<file path="config.mk">
export PLATFORM = sky130hd
export DESIGN_NAME = bus_arbiter
export DESIGN_NICKNAME = d
export VERILOG_FILES = /design/src/hw/core_pkg.sv /design/src/hw/bus_arbiter.sv
export SDC_FILE = /design/constraint.sdc
export NUM_CORES = 1
export LEC_CHECK = 0
export BUFFER_PORTS_ARGS = -buffer_cell sky130_fd_sc_hd__buf_2
export CORE_AREA = 3 3 81 83
export DETAILED_ROUTE_END_ITERATION = 7
export DIE_AREA = 0 0 84 86
export PLACE_DENSITY = 0.63
export SYNTH_ARGS = -nofsm -noshare
export SYNTH_HDL_FRONTEND = slang
export SYNTH_SLANG_ARGS = --single-unit
</file>
<file path="constraint.sdc">
create_clock -name vclk -period 0.9
set_input_delay 0 -clock vclk [all_inputs]
set_output_delay 0 -clock vclk [all_outputs]
set_load 0.02 [all_outputs]
</file>
<file path="src/hw/core_pkg.sv">
`default_nettype none

package core_pkg;

	// data word and register index widths
	localparam int xlen = 32;
	localparam int reg_addr_width = 5;

	// decoded operations, anything unsupported becomes OP_NOP
	typedef enum logic [3:0] {
		OP_NOP,
		OP_ADD,
		OP_SUB,
		OP_AND,
		OP_OR,
		OP_XOR,
		OP_ADDI,
		OP_LW,
		OP_SW,
		OP_BEQ
	} op_t;

	typedef enum logic [1:0] {
		FETCH_IDLE,
		FETCH_REQ,
		FETCH_WAIT
	} fetch_state_t;

	typedef enum logic [1:0] {
		MEM_IDLE,
		MEM_REQ,
		MEM_WAIT
	} mem_state_t;

endpackage

`default_nettype wire

</file>
<file path="src/hw/bus_arbiter.sv">
`timescale 1ns/1ps
`default_nettype none

module bus_arbiter #(
	parameter int MEM_WORDS = 1024
) (
	input wire logic fetch_req,
	input wire logic [core_pkg::xlen-1:0] fetch_addr,
	input wire logic mem_req,
	input wire logic [core_pkg::xlen-1:0] mem_addr,
	input wire logic mem_we,
	input wire logic [core_pkg::xlen-1:0] mem_wdata,
	input wire logic load_en,
	input wire logic [core_pkg::xlen-1:0] load_addr,
	input wire logic [core_pkg::xlen-1:0] load_data,
	output logic fetch_gnt,
	output logic mem_gnt,
	output logic ram_en,
	output logic ram_we,
	output logic [$clog2(MEM_WORDS)-1:0] ram_addr,
	output logic [core_pkg::xlen-1:0] ram_wdata
);

	localparam int aw = $clog2(MEM_WORDS);

	// byte address to word index, wrapping around the memory size
	function automatic logic [aw-1:0] to_index(input logic [core_pkg::xlen-1:0] addr);
		logic [31:0] word;
		word = {2'b00, addr[31:2]} % 32'(MEM_WORDS);
		return word[aw-1:0];
	endfunction

	always_comb begin
		fetch_gnt = 1'b0;
		mem_gnt = 1'b0;
		ram_en = 1'b0;
		ram_we = 1'b0;
		ram_addr = to_index(fetch_addr);
		ram_wdata = mem_wdata;
		if (load_en) begin
			// program load owns the memory, no requester is granted
			ram_en = 1'b1;
			ram_we = 1'b1;
			ram_addr = to_index(load_addr);
			ram_wdata = load_data;
		end else if (mem_req) begin
			mem_gnt = 1'b1;
			ram_en = 1'b1;
			ram_we = mem_we;
			ram_addr = to_index(mem_addr);
		end else if (fetch_req) begin
			fetch_gnt = 1'b1;
			ram_en = 1'b1;
		end
	end

endmodule

`default_nettype wire

</file>
==> run_results.csv <==
group,metric,value,unit
worst_setup_path,critical_path_class,"in -> out",
routing,num_vias,1088,
worst_setup_path,max_stage_delay,0.36,ns
timing,hold_violations,0,
placed_design,place_congestion,0.659,
timing,period_share,95.4,%
finish,fin_area,1490,sq um
worst_setup_path,worstPathCellList,"buf_2, buf_4, mux2_2, buf_2",
routing,via_per_inst,3.79,
placed_design,hpwl,2810,microns
finish,final_cell_mix,"buf_2, mux2_4, mux2_2",
floorplan,boundaryPins,210,
routing,drtIter0Drc,11,
floorplan,rows,28,
timing,period_minus_slack,0.859,ns
floorplan,placeableCoreArea,5920,sq um
clock_tree,cts_resized,1,
grt,grtUsageMet3,2.31,%
min_path,holdCritPathClass,"in -> out",
floorplan,die_height,86,microns
finish,fin_nets,378,
grt,grt_pass1_wl,4620,microns
timing,worstMarginPinSlew,0.221,ns
timing,clock.fmax,1160,MHz
floorplan,die_x,84,microns
worst_setup_path,cp.arrival,0.86,ns
routing,ant_nets,0,
clock_tree,cts_setup_buffers,0,
synth,ys_seq_area_share,0,%
grt,gr-usage-all-layers,7.34,%
synth,syn_avg_cell_area,9.55,sq um
power_and_ir_drop,ir_worst_vdd,0.199,mV
grt,grt_overflow,0,
worst_setup_path,required,0.90,ns
min_path,hold_path_depth,4,
finish,insertedDiodeCount,0,
timing,hold_ws,0.326,ns
placed_design,place.port_buffers,144,
power_and_ir_drop,p_leak,0.892,nW
outcome,status,"finished, final reports clean",
synth,synth_cell_types,12,
clock_tree,cts_hold_buf,0,
worst_setup_path,worstPathMaxFanout,16,
synth,synth_nets,238,
timing,slew_viol_final,0,
worst_setup_path,cp_slowest_cell,"mux2_2",
synth,syn_area,707,sq um
timing,rsz0062_at_grt,"true",
placed_design,dp_slack,-0.0394,ns
finish,drive_gt1_share,84.0,%
finish,seq_cells,0,
finish,seq_area,0,sq um
timing,setup_viol,0,
worst_setup_path,crit_top_cell,"buf_2",
finish,nClkBuffers,0,
synth,synthCells,74,
grt,grt_util_met1,7.95,%
grt,antenna_found_initial,0,
floorplan,initial_utilization,11.9,%
min_path,worstHoldStart,"load_addr[9]",
worst_setup_path,startpoint_type,"input pin",
floorplan,die-area,7220,sq um
worst_setup_path,cp-end-kind,"output pin",
routing,drc,0,
finish,nFillCells,646,
finish,layout_commonest_cell,"buf_2",
grt,grt_max_degree,41,
grt,busiest_layer,"met2",
power_and_ir_drop,powerDensity,586,nW/um^2
job,cap_viol_max_count,0,
timing,relSlewSlack,85.3,%
placed_design,dpl_cell_area,1480,sq um
routing,route.detailed.wl_per_inst,10.9,microns
grt,grt_pass1_vias,1072,
finish,area_growth,110,%
routing,drt-total-wl,3130,microns
routing,drtPass1Iterations,2,
timing,worst_slack,0.0412,ns
grt,grtUsageMet2,14.8,%
min_path,holdPathEnd,"ram_addr[7]",
synth,yosys_warnings,0,
per-layer routing:
metal  vias up  part of all wire (%)
li1        546                     -
met1       473                    33
met2        69                    54
met3         0                    13
met4         0                     0
met5         -                     0
where the power goes:
part           switching [W]  internal (W)
logic               0.000431      0.000441
clock network              0             0
registers                  0             0
worst max path at each step:
stage	startpoint	end	slack, ns	cells past startpoint
2_1_floorplan	mem_req	ram_addr[1]	0.03	4
3_3_place_gp	mem_req	ram_addr[0]	-0.0007	4
3_5_place_dp	mem_req	ram_addr[0]	-0.04	4
4_1_cts	load_en	ram_wdata[0]	0.03	4
5_1_grt	load_en	ram_wdata[2]	-0.001	4
6_report	load_en	ram_wdata[1]	0.04	4
cell usage after synthesis (all sizes together):
library cell,n,area [sq um]
or3,1,6.26
nor2b,1,6.26
mux2i,10,100
nand2,10,37.5
o21ai,10,50.1
nor3b,1,7.51
a21o,1,7.51
buf,8,67.6
mux2,32,424
final cells by class:
type	instances	area (sq um)	share of cell area, %
Tap cell	75	93.8	6.31
Multi-Input combinational cell	66	643	43.2
Timing Repair Buffer	146	751	50.5
metrics by stage:
stage	setup TNS (ns)	utilization, %	power [W]	std cells
CTS	0	25.1	0.000885	287
floorplan	0	-	0.000513	74
global route	-0.00110	25.1	0.000948	287
detailed placement	-0.0394	25.0	0.000881	287
global placement	-0.000677	25.0	0.000870	287
finish	0	25.1	0.000872	287
critical path, delay by kind of cell:
family,cells,cell delay (ns)
mux,1,0.36
buf+inv,3,0.49
logic make-up after synthesis:
family | Yosys count | share of synthesized area, %
compound gates | 11 | 8.14
buf+inv | 8 | 9.56
mux | 42 | 74.2
simple gates | 13 | 8.14
Power figures use the tool's default switching activity.
