**config.mk**
```make
export PLATFORM = sky130hd
export DESIGN_NAME = fetch
export DESIGN_NICKNAME = d
export VERILOG_FILES = /design/src/hw/core_pkg.sv /design/src/hw/fetch.sv
export SDC_FILE = /design/constraint.sdc
export NUM_CORES = 1
export LEC_CHECK = 0
export ABC_AREA = 1
export BUFFER_PORTS_ARGS = -buffer_cell sky130_fd_sc_hd__buf_2
export CORE_ASPECT_RATIO = 0.8
export CORE_MARGIN = 8
export CORE_UTILIZATION = 44
export CTS_BUF_LIST = sky130_fd_sc_hd__clkbuf_4 sky130_fd_sc_hd__clkbuf_8
export DETAILED_ROUTE_END_ITERATION = 8
export GPL_TIMING_DRIVEN = 0
export PLACE_DENSITY = 0.79
export SYNTH_ARGS = -nofsm -noshare
export SYNTH_HDL_FRONTEND = slang
export SYNTH_SLANG_ARGS = --single-unit
```
**constraint.sdc**
```tcl
create_clock -name clk -period 2.2 [get_ports clk]
set_input_delay 0.44 -clock clk [delete_from_list [all_inputs] [get_ports clk]]
set_output_delay 0.44 -clock clk [all_outputs]
set_load 0.005 [all_outputs]
```
**src/hw/core_pkg.sv**
```systemverilog
`default_nettype none

package core_pkg;

	// data word and register index widths
	localparam int xlen = 32;
	localparam int reg_addr_width = 5;

	// decoded operations, anything unsupported becomes OP_NOP
	typedef enum logic [3:0] {
		OP_NOP,
		OP_ADD,
		OP_SUB,
		OP_AND,
		OP_OR,
		OP_XOR,
		OP_ADDI,
		OP_LW,
		OP_SW,
		OP_BEQ
	} op_t;

	typedef enum logic [1:0] {
		FETCH_IDLE,
		FETCH_REQ,
		FETCH_WAIT
	} fetch_state_t;

	typedef enum logic [1:0] {
		MEM_IDLE,
		MEM_REQ,
		MEM_WAIT
	} mem_state_t;

endpackage

`default_nettype wire

```
**src/hw/fetch.sv**
```systemverilog
`timescale 1ns/1ps
`default_nettype none

module fetch #(
	parameter logic [core_pkg::xlen-1:0] RESET_PC = '0
) (
	input wire logic clk,
	input wire logic rst,
	input wire logic start,
	input wire logic redirect,
	input wire logic [core_pkg::xlen-1:0] redirect_pc,
	input wire logic id_stall,
	output logic bus_req,
	output logic [core_pkg::xlen-1:0] bus_addr,
	input wire logic bus_gnt,
	input wire logic [core_pkg::xlen-1:0] bus_rdata,
	output logic id_valid,
	output logic [core_pkg::xlen-1:0] id_inst,
	output logic [core_pkg::xlen-1:0] id_pc
);

	core_pkg::fetch_state_t state;
	logic [core_pkg::xlen-1:0] pc;
	logic accept;

	assign accept = id_valid && !id_stall;

	// only one instruction in flight, no new request while one is held
	assign bus_req = (state == core_pkg::FETCH_REQ) && !id_valid;
	assign bus_addr = pc;

	// pc stays on the held instruction until decode takes it
	assign id_pc = pc;

	always_ff @(posedge clk or posedge rst) begin
		if (rst) begin
			state <= core_pkg::FETCH_IDLE;
			pc <= RESET_PC;
			id_valid <= 1'b0;
		end else if (redirect) begin
			// outstanding read data is dropped by leaving FETCH_WAIT
			state <= core_pkg::FETCH_REQ;
			pc <= redirect_pc;
			id_valid <= 1'b0;
		end else begin
			case (state)
				core_pkg::FETCH_IDLE: begin
					if (start)
						state <= core_pkg::FETCH_REQ;
				end
				core_pkg::FETCH_REQ: begin
					if (bus_req && bus_gnt)
						state <= core_pkg::FETCH_WAIT;
				end
				core_pkg::FETCH_WAIT: begin
					id_valid <= 1'b1;
					state <= core_pkg::FETCH_REQ;
				end
				default: state <= core_pkg::FETCH_IDLE;
			endcase
			if (accept) begin
				id_valid <= 1'b0;
				pc <= pc + 32'd4;
			end
		end
	end

	always_ff @(posedge clk) begin
		if (state == core_pkg::FETCH_WAIT && !redirect)
			id_inst <= bus_rdata;
	end

endmodule

`default_nettype wire

```
==> qor.csv <==
metric,value,unit
tightest_slew,0.896,ns
place.gp.congestion,0.887,
grt_pass1_wl,17500,um
antenna-diode-count,0,
finalCritPeriodShare,0.901,
total_power,3.32,mW
finalClockSkew,0.0120,ns
slew-limit-headroom,0.401,
grtUsageTotal,0.196,
final-seq-area,1840,um^2
final_util,0.607,
ios,168,
ant_nets,0,
ys_top_cells_by_count,"nand2_1, nor2_1, dfrtp_1",
worst_path_dominant_cell_family,simple AND/OR/NAND/NOR gates,
required,2.17,ns
ys_top_cells_by_area,"edfxtp_1, dfrtp_1, nand2_1",
p_leak,2.34,nW
drc,0,
die_area,11400,um^2
syn_area_per_cell,8.62,um^2
synthToLayoutAreaGrowth,33.9,%
start_util,0.453,
cp_num_buf_inv,3,
cts_root_buf,clkbuf_8,
syn_nets,489,
status,"complete, no violations",
yosysSeqAreaShare,0.510,
core_area,7950,um^2
grt_overflow,0,
netlist_area,3600,um^2
cts_buffer_depth,2,
cts_hold_buf,0,
postCtsResizedCells,0,
path_clk_slew,0.08,ns
rows,29,
maxCapViolations,0,
ys_seq_elements,67,
layout-drive-gt1-share,0.417,
routed_wl,11100,um
cp-start-kind,input port,
crit_top_cell,buf_2,
fin_nets,666,
io_buffers,166,
drtPass1Iterations,4,
ir_drop,0.337,mV
hold_class,input port to async pin,
yosysUniqueCellTypes,35,
htreeDepth,3,
critPathSlowestCell,nor2_4,
cp-end-kind,flop,
cts_made_buffers,9,
antenna_found_initial,0,
synth.top_cell.area_share,0.267,
async_reset_ff_frac,0.522,
die_height,96.9,um
die_w,117,um
worstPathMaxFanout,32,
multiInputGateArea,1360,um^2
crit_type,input port to flop,
fillers,666,
cts_tree,yes,
dr_total_vias,3413,
fmax,505,MHz
cts.sinks,67,
ys.flop_type,dfrtp_1,
yosysWarningCount,0,
routed_via_density,4.82,
setup_slack,0.218,ns
setup_viol,0,
finalHoldViolCount,0,
grt_max_degree,36,
synth_cells,418,
clock_latency,0.35,ns
dp_worst_setup_slack,-0.184,ns
grt_pass1_vias,3352,
wl_per_cell,15.7,um
period_minus_slack,1.98,ns
path_cells,"buf_2, buf_2, buf_1, nor2_4",
synth-edff-count,32,
dp_hpwl,8800,um
slew_viol_final,0,
powerDensity,688,nW/um^2
cp.arrival,1.95,ns
timing.hold.ws,0.217,ns
drt_first_iter_violations,218,
cts_setup_buffers,0,
rsz0062_at_grt,false,
cpPeakStageDelay,0.80,ns
yosysTopAreaCell,edfxtp_1,
synth_most_common_cell,nand2_1,
routing by layer:
layer,up-vias,track usage,wire length (um)
li1,1688,-,-
met1,1565,0.260,4640
met2,145,0.307,5240
met3,15,0.0522,1050
met4,0,0.0491,193
met5,-,0,0
cell families after synthesis:
kind of cell,share of synthesized area
and+or+nand+nor,0.290
buffers and inverters,0.114
DFF,0.510
AOI/OAI and AO/OA,0.0709
xor gates and xnor gates,0.0122
adders and majority gates,0.00347
sequential cells by signal (all words and copies together), names as in the netlist:
name      flops
id_inst      32
state         2
id_valid      1
bus_addr     32
placed cells by master, fill, tap and decap left out, types with 2 or more instances in the layout:
cell type / count
nand4_1: 2
inv_2: 5
buf_4: 33
o21bai_1: 8
nor3_1: 3
buf_2: 172
a21oi_1: 8
nand3_1: 34
o221ai_1: 2
inv_1: 26
xor2_1: 4
clkbuf_8: 9
nor2_1: 38
edfxtp_1: 32
nand2_1: 129
dfrtp_1: 35
a22o_1: 2
o211ai_1: 4
nand2_2: 5
a22oi_1: 4
o21ai_0: 7
clkbuf_1: 2
nor2_2: 7
nor2_4: 9
clkinv_4: 2
o21ai_1: 2
bufinv_16: 3
path summary, 6_finish.rpt:
check	start	end	slack, ns	cells past startpoint
hold / removal	rst	state[0]$_DFFE_PP0P_	0.22	2
min in group clk	bus_rdata[26]	id_inst[26]$_DFFE_PP_	0.26	1
setup / recovery	redirect	id_inst[3]$_DFFE_PP_	0.22	4
max in group asynchronous	rst	bus_addr[16]$_DFFE_PP0N_	1.48	2
setup reg to reg	bus_addr[2]$_DFFE_PP0N_	bus_addr[20]$_DFFE_PP0N_	0.49	8
hold reg to reg	state[0]$_DFFE_PP0P_	state[0]$_DFFE_PP0P_	0.51	1
worst register-to-register path, delay by kind of cell, from the launching register on:
family,cells,cell delay (ns)
simple gates,7,0.87
flops,1,0.49
fa+ha+maj,1,0.26
area by class of cell:
| cell class | count | share of cell area |
|---|---|---|
| buffer | 42 | 0.0599 |
| clock buffer | 10 | 0.0272 |
| clock inverter | 6 | 0.0239 |
| inverter | 32 | 0.0249 |
| multi-input combinational | 277 | 0.283 |
| sequential | 67 | 0.381 |
| tap | 108 | 0.0280 |
| timing repair buffer | 166 | 0.172 |
power by group:
| part | switching (mW) | internal, mW | leakage (nW) | total (mW) |
|---|---|---|---|---|
| sequential | 0.117 | 1.39 | 0.714 | 1.50 |
| combinational | 0.269 | 0.283 | 1.51 | 0.552 |
| clock | 0.495 | 0.769 | 0.120 | 1.26 |
| total | 0.881 | 2.44 | 2.34 | 3.32 |
per-stage QoR:
stage                     setup TNS [ns]  cell area, um^2  std cells
after global placement             -4.00             4580        692
after detailed placement           -5.82             4580        692
after floorplan                        0             3610        418
final                                  0             4820        708
after CTS                              0             4820        708
after global routing                   0             4820        708
Power figures use the tool's default switching activity.
