===== src/hw/core_pkg.sv =====
`default_nettype none

package core_pkg;

	// data word and register index widths
	localparam int xlen = 32;
	localparam int reg_addr_width = 5;

	// decoded operations, anything unsupported becomes OP_NOP
	typedef enum logic [3:0] {
		OP_NOP,
		OP_ADD,
		OP_SUB,
		OP_AND,
		OP_OR,
		OP_XOR,
		OP_ADDI,
		OP_LW,
		OP_SW,
		OP_BEQ
	} op_t;

	typedef enum logic [1:0] {
		FETCH_IDLE,
		FETCH_REQ,
		FETCH_WAIT
	} fetch_state_t;

	typedef enum logic [1:0] {
		MEM_IDLE,
		MEM_REQ,
		MEM_WAIT
	} mem_state_t;

endpackage

`default_nettype wire


===== src/hw/mem_wb.sv =====
`timescale 1ns/1ps
`default_nettype none

module mem_wb (
	input wire logic clk,
	input wire logic rst,
	input wire logic mem_valid,
	input wire core_pkg::op_t mem_op,
	input wire logic [core_pkg::reg_addr_width-1:0] mem_rd,
	input wire logic [core_pkg::xlen-1:0] mem_result,
	input wire logic [core_pkg::xlen-1:0] mem_store_data,
	input wire logic [core_pkg::xlen-1:0] mem_pc,
	input wire logic [core_pkg::xlen-1:0] mem_inst,
	input wire logic bus_gnt,
	input wire logic [core_pkg::xlen-1:0] bus_rdata,
	output logic mem_stall,
	output logic bus_req,
	output logic [core_pkg::xlen-1:0] bus_addr,
	output logic bus_we,
	output logic [core_pkg::xlen-1:0] bus_wdata,
	output logic wb_en,
	output logic [core_pkg::reg_addr_width-1:0] wb_rd,
	output logic [core_pkg::xlen-1:0] wb_data,
	output logic trace_valid,
	output logic [core_pkg::xlen-1:0] trace_pc,
	output logic [core_pkg::xlen-1:0] trace_inst,
	output logic [core_pkg::reg_addr_width-1:0] trace_rd,
	output logic [core_pkg::xlen-1:0] trace_data
);

	core_pkg::mem_state_t state;
	logic is_load;
	logic is_store;
	logic done;

	assign is_load = (mem_op == core_pkg::OP_LW);
	assign is_store = (mem_op == core_pkg::OP_SW);

	// keep requesting until granted, nothing more once the read is out
	assign bus_req = mem_valid && (is_load || is_store) && (state != core_pkg::MEM_WAIT);
	assign bus_addr = mem_result;
	assign bus_we = mem_valid && is_store;
	assign bus_wdata = mem_store_data;

	always_comb begin
		if (!mem_valid)
			done = 1'b0;
		else if (state == core_pkg::MEM_WAIT)
			done = 1'b1;
		else if (is_store)
			done = bus_gnt;
		else
			done = !is_load;
	end

	assign mem_stall = mem_valid && !done;

	// rd is already zero for x0 and for instructions without a destination
	assign wb_en = done && (mem_rd != '0);
	assign wb_rd = mem_rd;
	assign wb_data = is_load ? bus_rdata : mem_result;

	always_ff @(posedge clk or posedge rst) begin
		if (rst) begin
			state <= core_pkg::MEM_IDLE;
			trace_valid <= 1'b0;
		end else begin
			trace_valid <= done;
			case (state)
				core_pkg::MEM_IDLE: begin
					if (bus_req && !bus_gnt)
						state <= core_pkg::MEM_REQ;
					else if (bus_req && is_load)
						state <= core_pkg::MEM_WAIT;
				end
				core_pkg::MEM_REQ: begin
					if (bus_gnt)
						state <= is_load ? core_pkg::MEM_WAIT : core_pkg::MEM_IDLE;
				end
				core_pkg::MEM_WAIT: state <= core_pkg::MEM_IDLE;
				default: state <= core_pkg::MEM_IDLE;
			endcase
		end
	end

	always_ff @(posedge clk) begin
		if (done) begin
			trace_pc <= mem_pc;
			trace_inst <= mem_inst;
			trace_rd <= wb_en ? wb_rd : '0;
			trace_data <= wb_en ? wb_data : '0;
		end
	end

endmodule

`default_nettype wire


===== config.mk =====
export PLATFORM = sky130hd
export DESIGN_NAME = mem_wb
export DESIGN_NICKNAME = d
export VERILOG_FILES = /design/src/hw/core_pkg.sv /design/src/hw/mem_wb.sv
export SDC_FILE = /design/constraint.sdc
export NUM_CORES = 1
export LEC_CHECK = 0
export BUFFER_PORTS_ARGS = -buffer_cell sky130_fd_sc_hd__buf_4
export CAP_MARGIN = 20
export CORE_AREA = 10 10 140 142
export CTS_CLUSTER_DIAMETER = 40
export CTS_CLUSTER_SIZE = 28
export DETAILED_ROUTE_END_ITERATION = 10
export DIE_AREA = 0 0 150 152
export GPL_TIMING_DRIVEN = 0
export PLACE_DENSITY_LB_ADDON = 0.3
export SLEW_MARGIN = 20
export SYNTH_ARGS = -nofsm -noshare
export SYNTH_HDL_FRONTEND = slang
export SYNTH_SLANG_ARGS = --single-unit
export TNS_END_PERCENT = 50

===== constraint.sdc =====
create_clock -name clk -period 27 [get_ports clk]
set_clock_uncertainty 0.1 [all_clocks]
set_input_delay 8.1 -clock clk [delete_from_list [all_inputs] [get_ports clk]]
set_output_delay 8.1 -clock clk [all_outputs]
set_load 0.005 [all_outputs]

==> run metrics <==
outcome finished clean; core area 0.0169 mm^2; clk sinks 104; FMAX 56.1 MHz; htree depth 3; WP buf/inv 3; Power, Total 413 uW; register area 0.00311 mm^2; IO buf count 347; largest net degree at the start of global routing 26; wirelength, routed 19.5 mm; initial antenna violation count 0; Site Rows 48; final hold violation count 0; Area growth syn-to-layout 71.4%; GRT busiest layer met2; CTS tree yes; DIE WIDTH 150 um; Detail Placement HPWL 16.9 mm; Netlist cell types 25; HP Class register to register; Startpoint Class input pin; GR Util met3 7.37%; ANT nets after route 0; Die ar. 0.0228 mm^2; post-synthesis sequential area ratio 67.3%; Crit path top cell by count buf_4; Pre-Repair DR Iteration Count 4; nets 883; first-pass GRT wire length 27.7 mm; MaxCap Viol Count 0; fillcell total 1616; Clock Root Buffer clkbuf_16; post-synthesis cell count 348; worst slew pin tran 0.829 ns; delay-heaviest family, CP buffers and inverters; Multi-input gate area 861 um^2; Initial Utilization 27.3%; syn avg cell area 13.3 um^2; Period Utilization, post-route 66.0%; TNS Setup 0 ns; # setup viols final 0; synth warn 0; Die Y 152 um; met1 Use GR 15.7%; clock buffer depth 2; peak supply drop 0.0000264 V; Critical Path Fanout Max 10; routability cong. 0.833; Clock Pin Slew Worst Setup and Hold Paths 0.08 ns; CP cell instances buf_4 -> or4_1 -> o21ai_2 -> buf_4 -> a21oi_1 -> buf_4; global route total overflow 0; leak pwr 3.71 nW; Synth Cell Area 0.00462 mm^2; syn nets 521; Iter 0 DRT Violations 194; RSZ-0062 raised after global routing no; GRT Util Overall 16.0%; WP data required 18.80 ns; WL/cell 20.7 um; Resized cells post-CTS 0; via count 4137; Inserted Clock Buffers 9; Setup CP Type input pin to output pin; Tmin final 17.83 ns; clock network latency to the later pin of the worst-skew pair 0.35 ns; met2 usage 29.6%; hold_buf cts 0; ant diodes 0; critical path capture point type output pin; Max Slew Vio Count 0; DRC errors left 0; Worst slew margin 44.6%; layout cells sized above 1 63.9%; power density cells 52.1 mW/mm^2; synthesized flop and latch total 104; post-DR vias/cell 4.40; vias in the first global route 4378; crit path max-delay cell type or4_1; Worst EP arrival 9.63 ns; setup bufs post-CTS 0; IO Count 380; largest stage delay on the critical path 0.54 ns
## layout by cell type, fill, tap and decap left out, types with 2 or more instances in the layout
cell type,n
and2_1,2
clkbuf_16,9
dfrtp_1,3
clkinv_4,3
nand2_1,101
edfxtp_1,101
buf_2,4
buf_6,5
a221oi_2,2
buf_4,422
buf_16,4
a221oi_1,30
clkbuf_1,4
inv_1,2
a21oi_1,6
## synth_stat cells, drive strengths merged
cell type	number	share of area [%]
inv	2	0.16
or4	1	0.16
nand4b	1	0.19
o21ai	2	0.30
and3	1	0.14
a211oi	1	0.16
a2bb2oi	1	0.57
and2	2	0.27
nor4b	2	0.70
a21oi	6	0.65
nand2	102	8.5
and4b	1	0.22
buf	84	14
clkbuf	4	0.32
a221oi	32	6.3
nor2	1	0.081
edfxtp	101	66
a21boi	1	0.16
dfrtp	3	1.6
## worst register-to-register path, cell delays in order (launching register included)
cell	delay, ns
dfrtp_1	0.38
inv_1	0.11
a2bb2oi_4	0.10
buf_4	0.19
a21boi_4	0.66
buf_16	0.25
buf_16	0.19
buf_16	0.19
## final timing paths
path	start	to	slack, ns	cells past startpoint
setup reg to reg	state[0]	trace_inst[14]	24.52	7
max in group asynchronous	rst	state[0]	19.14	2
setup / recovery	mem_rd[1]	wb_en	9.17	6
hold reg to reg	state[1]	state[0]	0.44	1
hold / removal	state[1]	state[0]	0.44	1
min in group asynchronous	rst	trace_valid	7.52	2
## area by class of cell
class	instances	share of cell area, %
Tap cell	225	3.56
Timing Repair Buffer	351	34.3
Clock buffer	9	2.84
Multi-Input combinational cell	154	10.9
Clock inverter	7	0.837
Inverter	2	0.0948
Sequential cell	104	39.2
Buffer	88	8.26
## kinds of logic after synthesis
kind of cell / after synthesis / share of synthesized area (%)
AOI/OAI and AO/OA: 43 / 8.18
buffers and inverters: 90 / 14.3
DFF: 104 / 67.3
and+or+nand+nor: 111 / 10.2
## sequential cells by signal (all words and copies together), names as in the netlist
register	flops
trace_valid	1
trace_inst	32
trace_pc	32
trace_rd	5
trace_data	32
state	2
## through the flow
| stage | cell area (um^2) | hold slack, ns | utilization (%) | std cells | setup WS [ns] |
|---|---|---|---|---|---|
| after CTS | 7920 | 0.443 | 46.8 | 940 | 9.12 |
| after global routing | 7920 | 0.462 | 46.8 | 940 | 9.09 |
| after detailed placement | 7630 | 0.424 | 45.0 | 924 | 9.11 |
| after floorplan | 4620 | 0.380 | - | 348 | 9.70 |
| final | 7920 | 0.436 | 46.8 | 940 | 9.17 |
| after global placement | 7510 | 0.394 | 44.3 | 920 | 6.36 |
## power by group
part	internal [mW]	switching, mW
registers	0.194	0.00403
clock network	0.0645	0.0616
logic	0.0533	0.0346
total	0.312	0.100
## routing by layer
layer | vias to the layer above | part of all wire (%)
met2 | 273 | 53
met3 | 14 | 12
met4 | 0 | 0.98
li1 | 1919 | -
met5 | - | 0
met1 | 1931 | 34
(Power assumes the default switching activity.)
