`src/hw/core_pkg.sv`:
```
`default_nettype none

package core_pkg;

	// data word and register index widths
	localparam int xlen = 32;
	localparam int reg_addr_width = 5;

	// decoded operations, anything unsupported becomes OP_NOP
	typedef enum logic [3:0] {
		OP_NOP,
		OP_ADD,
		OP_SUB,
		OP_AND,
		OP_OR,
		OP_XOR,
		OP_ADDI,
		OP_LW,
		OP_SW,
		OP_BEQ
	} op_t;

	typedef enum logic [1:0] {
		FETCH_IDLE,
		FETCH_REQ,
		FETCH_WAIT
	} fetch_state_t;

	typedef enum logic [1:0] {
		MEM_IDLE,
		MEM_REQ,
		MEM_WAIT
	} mem_state_t;

endpackage

`default_nettype wire

```
`src/hw/execute.sv`:
```
`timescale 1ns/1ps
`default_nettype none

module execute (
	input wire logic clk,
	input wire logic rst,
	input wire logic ex_valid,
	input wire core_pkg::op_t ex_op,
	input wire logic [core_pkg::reg_addr_width-1:0] ex_rd,
	input wire logic [core_pkg::xlen-1:0] ex_rs1_val,
	input wire logic [core_pkg::xlen-1:0] ex_rs2_val,
	input wire logic [core_pkg::xlen-1:0] ex_imm,
	input wire logic [core_pkg::xlen-1:0] ex_pc,
	input wire logic [core_pkg::xlen-1:0] ex_inst,
	input wire logic mem_stall,
	output logic ex_stall,
	output logic redirect,
	output logic [core_pkg::xlen-1:0] redirect_pc,
	output logic mem_valid,
	output core_pkg::op_t mem_op,
	output logic [core_pkg::reg_addr_width-1:0] mem_rd,
	output logic [core_pkg::xlen-1:0] mem_result,
	output logic [core_pkg::xlen-1:0] mem_store_data,
	output logic [core_pkg::xlen-1:0] mem_pc,
	output logic [core_pkg::xlen-1:0] mem_inst
);

	logic [core_pkg::xlen-1:0] alu_out;
	logic no_dest;

	always_comb begin
		case (ex_op)
			core_pkg::OP_ADD: alu_out = ex_rs1_val + ex_rs2_val;
			core_pkg::OP_SUB: alu_out = ex_rs1_val - ex_rs2_val;
			core_pkg::OP_AND: alu_out = ex_rs1_val & ex_rs2_val;
			core_pkg::OP_OR: alu_out = ex_rs1_val | ex_rs2_val;
			core_pkg::OP_XOR: alu_out = ex_rs1_val ^ ex_rs2_val;
			// addi and the load/store effective address share the adder
			core_pkg::OP_ADDI, core_pkg::OP_LW, core_pkg::OP_SW:
				alu_out = ex_rs1_val + ex_imm;
			default: alu_out = '0;
		endcase
	end

	assign ex_stall = ex_valid && mem_stall;

	// only fire once the branch actually moves on, so the pulse is single
	assign redirect = ex_valid && !mem_stall && (ex_op == core_pkg::OP_BEQ) &&
		(ex_rs1_val == ex_rs2_val);
	assign redirect_pc = ex_pc + ex_imm;

	assign no_dest = (ex_op == core_pkg::OP_SW) || (ex_op == core_pkg::OP_BEQ);

	always_ff @(posedge clk or posedge rst) begin
		if (rst)
			mem_valid <= 1'b0;
		else if (!mem_stall)
			mem_valid <= ex_valid;
	end

	always_ff @(posedge clk) begin
		if (!mem_stall) begin
			mem_op <= ex_op;
			mem_rd <= no_dest ? '0 : ex_rd;
			mem_result <= alu_out;
			mem_store_data <= ex_rs2_val;
			mem_pc <= ex_pc;
			mem_inst <= ex_inst;
		end
	end

endmodule

`default_nettype wire

```
`config.mk`:
```
export PLATFORM = sky130hd
export DESIGN_NAME = execute
export DESIGN_NICKNAME = d
export VERILOG_FILES = /design/src/hw/core_pkg.sv /design/src/hw/execute.sv
export SDC_FILE = /design/constraint.sdc
export NUM_CORES = 1
export LEC_CHECK = 0
export ABC_AREA = 1
export BUFFER_PORTS_ARGS = -buffer_cell sky130_fd_sc_hd__clkbuf_2
export CORE_ASPECT_RATIO = 0.8
export CORE_UTILIZATION = 51
export CTS_BUF_LIST = sky130_fd_sc_hd__clkbuf_4 sky130_fd_sc_hd__clkbuf_8
export DETAILED_ROUTE_END_ITERATION = 10
export MAX_ROUTING_LAYER = met4
export PLACE_DENSITY = 0.81
export SLEW_MARGIN = 10
export SYNTH_ARGS = -nofsm -noshare
export SYNTH_HDL_FRONTEND = slang
export SYNTH_SLANG_ARGS = --single-unit
```
`constraint.sdc`:
```
create_clock -name clk -period 3.9 [get_ports clk]
set_input_delay 0.39 -clock clk [delete_from_list [all_inputs] [get_ports clk]]
set_output_delay 0.39 -clock clk [all_outputs]
set_load 0.01 [all_outputs]
```
==> results.md <==
* Run status: complete, no violations
* Number of cells on the worst hold path at 1
* Final critical-path setup slack at 0.636 ns
* Number of clock sinks at about 140
* Async SR Flop Fraction at 0.00725
* Slew @ Worst Pin at ~1.2 ns
* Starting density of the core at 0.521
* WL met2 at around 21 mm
* Routed met3 length at just over 5 mm
* Core region area at between 20000 and 30000 um^2
* Most used DFF post-synth: sky130_fd_sc_hd__edfxtp_1
* Routed length on met1 at 20.8 mm
* Leak pwr at ~0.0085 uW
* Maximum net fanout on the critical path at 29
* Number of buffers created by CTS at 17
* Synth Instances at 1877
* Count of state elements after synthesis at 138
* Grt total ovfl at 0
* Number of nets in the layout at ~2.6k
* Standard-cell rows at 52
* Post-synthesis cell type with the largest combined area: sky130_fd_sc_hd__edfxtp_1
* Leading cell type by number of instances after synthesis: sky130_fd_sc_hd__nand2_1
* Antenna violations before repair at 0
* Buffers inserted during post-CTS setup optimization at 0
* Synth area leaders: sky130_fd_sc_hd__edfxtp_1 31%, sky130_fd_sc_hd__nand2_1 16%, sky130_fd_sc_hd__ha_1 16%, sky130_fd_sc_hd__inv_1 9.3%, sky130_fd_sc_hd__nand3_1 5.2%
* Final sum of negative setup slack at 0 ns
* First-pass GRT wire length at 71.7 mm
* Avg Inst Size Synth at 7.04 um^2
* Final min period at between 3 and 4 ns
* Pin count of the biggest net entering global routing at ~140
* Number of enable-type register cells in the synthesized netlist at 137
* Maximum number of buffers from clock root to sink at 2
* X dimension of the die at 182 um
* Pre-CTS worst setup slack at 0.212 ns
* Area Growth Syn to Fin at 19.2%
* Most numerous cell on the critical path: sky130_fd_sc_hd__nand2_1
* Cell area after placement at 15300 um^2
* Worst-case vdd ir drop at ~330 uV
* Global placer's final weighted congestion at ~1.0
* Endpoints failing setup at 0
* List of cells traversed by the critical path: clkbuf_2 > nor2_1 > nand2_1 > nand2_2 > o21ai_0 > ha_1 > fa_1 > nand3_1 > nand3_2 > nand2_1 > nand2_1 > nand2_1 > nand2_1 > nand2_1 > nand3b_1 > nand3_1 > nand3_1
* Top achievable clock speed at 0.306 GHz
* Max-slew violation total from the final report at 0
* Antenna diode count at 0
* Boundary Pins at between 300 and 400
* First-iteration detailed-routing DRC count at 1469
* Tot Pwr at between 4000 and 5000 uW
* Final hold violation count at 0
* Net count of the mapped netlist at between 2k and 2.5k
* Number of buffers and inverters on the critical path at 1
* Synth cell types at 43
* Commonest cells post-synth: 552 x sky130_fd_sc_hd__nand2_1, 329 x sky130_fd_sc_hd__inv_1, 164 x sky130_fd_sc_hd__ha_1
* Total power divided by cell area at about 310 nW/um^2
* Worst hold-check path type: in -> reg
* Clock tree from TritonCTS: built
* Setup repair after global routing missed its margin: false
* Setup clock skew after layout at 0 ns
* Crit path capture type: flop
* Crit-path max cell delay at 0.49 ns
* Buffer cell driving the clock tree root: sky130_fd_sc_hd__clkbuf_8
* Global-route usage over all layers at 0.364
* Number of detailed-route iterations in the first pass at 7
* Part of the cycle the worst path needs at 0.837
* Reported max-cap violation count at 0
* Critical-path cell with the highest stage delay: sky130_fd_sc_hd__fa_1
* DRC viols at 0
* Relative slew slack at 0.214
* Ys Warns at 0
* Ratio of cells with drive above 1 in the final layout at 0.193
* Clock latency of the later-clocked register in the worst-skew pair at roughly 0.49 ns
* Post-route standard cell area excluding fillers at between 15000 and 20000 um^2
* Number of antenna-violating nets in the routed design at 0
* Top delay family on crit path: simple AND/OR/NAND/NOR gates
* CP arrival at approximately 3.5 ns
* Share of the synthesized area in the top cell type at 0.311
* Via count of the first global-routing pass at about 13k
* H-tree depth at 4
* CTS clk-pin slew, worst paths at 0.10 ns
* CP startpoint kind: input port
* Total die area at around 27000 um^2
* Critical setup path kind: in -> reg
* Vias per inst at 5.54
* Routed wire per std cell at between 15 and 20 um
* Syn Std Cell Area at 13200 um^2
* Part of the Yosys area used for sequential elements at 0.313
* Number of buffer cells added on primary ports at approximately 340
* Cell count along the critical path at 17
* Detailed-route via count at 14.2k
* Top layer in use: met4
* DRT Wirelength at a little under 50 mm
* Worst EP required at a little over 4 ns
* Register-to-Register Path Depth at 2
* Half-perimeter wire length of the detailed placement result at slightly below 40 mm
* Die height at approximately 150 um
[final timing paths]
path,from,to,slack [ns]
setup reg to reg,mem_valid,mem_valid,3.29
hold / removal,ex_inst[1],mem_inst[1],0.07
max in group asynchronous,rst,mem_valid,3.52
hold reg to reg,mem_valid,mem_valid,0.50
min in group asynchronous,rst,mem_valid,0.29
setup / recovery,ex_op[1],mem_result[22],0.64
[cell families (layout without fill, tap and decap cells)]
kind of cell	count (synthesis)	after routing	synth area share
XOR/XNOR	25	25	0.0166
buffers and inverters	356	722	0.103
AND/OR/NAND/NOR	928	928	0.298
AO/OA/AOI/OAI	263	263	0.110
adder cells (fa/ha/maj)	167	167	0.160
flip-flops	138	138	0.313
[what timing repair did]
item	in CTS	in global routing
hold endpoints to repair	1	0
resized for setup	0	0
hold buffers	1	0
[power by group]
part / switching (uW) / internal (uW)
combinational: 1270 / 643
clock: 735 / 476
sequential: 43.3 / 1790
[placed cells by master (no fill, tap or decap), types with 15 or more instances in the layout]
cell type,Yosys,layout
sky130_fd_sc_hd__a21oi_1,117,117
sky130_fd_sc_hd__clkbuf_2,0,344
sky130_fd_sc_hd__clkbuf_8,0,17
sky130_fd_sc_hd__edfxtp_1,137,137
sky130_fd_sc_hd__ha_1,164,164
sky130_fd_sc_hd__inv_1,329,328
sky130_fd_sc_hd__nand2_1,552,552
sky130_fd_sc_hd__nand3_1,138,138
sky130_fd_sc_hd__nand3b_1,15,15
sky130_fd_sc_hd__nand4_1,18,18
sky130_fd_sc_hd__nor2_1,142,142
sky130_fd_sc_hd__nor3_1,16,16
sky130_fd_sc_hd__o21ai_0,73,73
sky130_fd_sc_hd__o22ai_1,29,29
sky130_fd_sc_hd__xor2_1,19,19
[through the flow]
step	util	instances	hold WS [ns]
after detailed placement	0.605	2534	0.209
after CTS	0.621	2567	0.0480
after floorplan	-	1877	0.119
final	0.621	2567	0.0716
after global placement	0.605	2534	0.207
after global routing	0.621	2567	0.0485
[state kept, by name, indices dropped and copies added (netlist names)]
name / flops
mem_inst: 32
mem_store_data: 32
mem_pc: 32
mem_valid: 1
mem_op: 4
mem_result: 32
mem_rd: 5
[final cells by class]
class | count | area (um^2)
fillers | 2397 | 9620
multi-input cells | 1383 | 7730
flip-flops and latches | 138 | 4140
repair buffers | 355 | 1820
inverters | 335 | 1260
well taps | 324 | 405
clock buffers | 17 | 234
clock inverters | 15 | 161
[layer usage]
| layer | global-route usage | up-vias |
|---|---|---|
| met5 | - | - |
| met4 | 0.113 | 0 |
| met3 | 0.0733 | 97 |
| met2 | 0.550 | 799 |
| met1 | 0.491 | 6494 |
| li1 | - | 6827 |
Power figures use the tool's default switching activity.
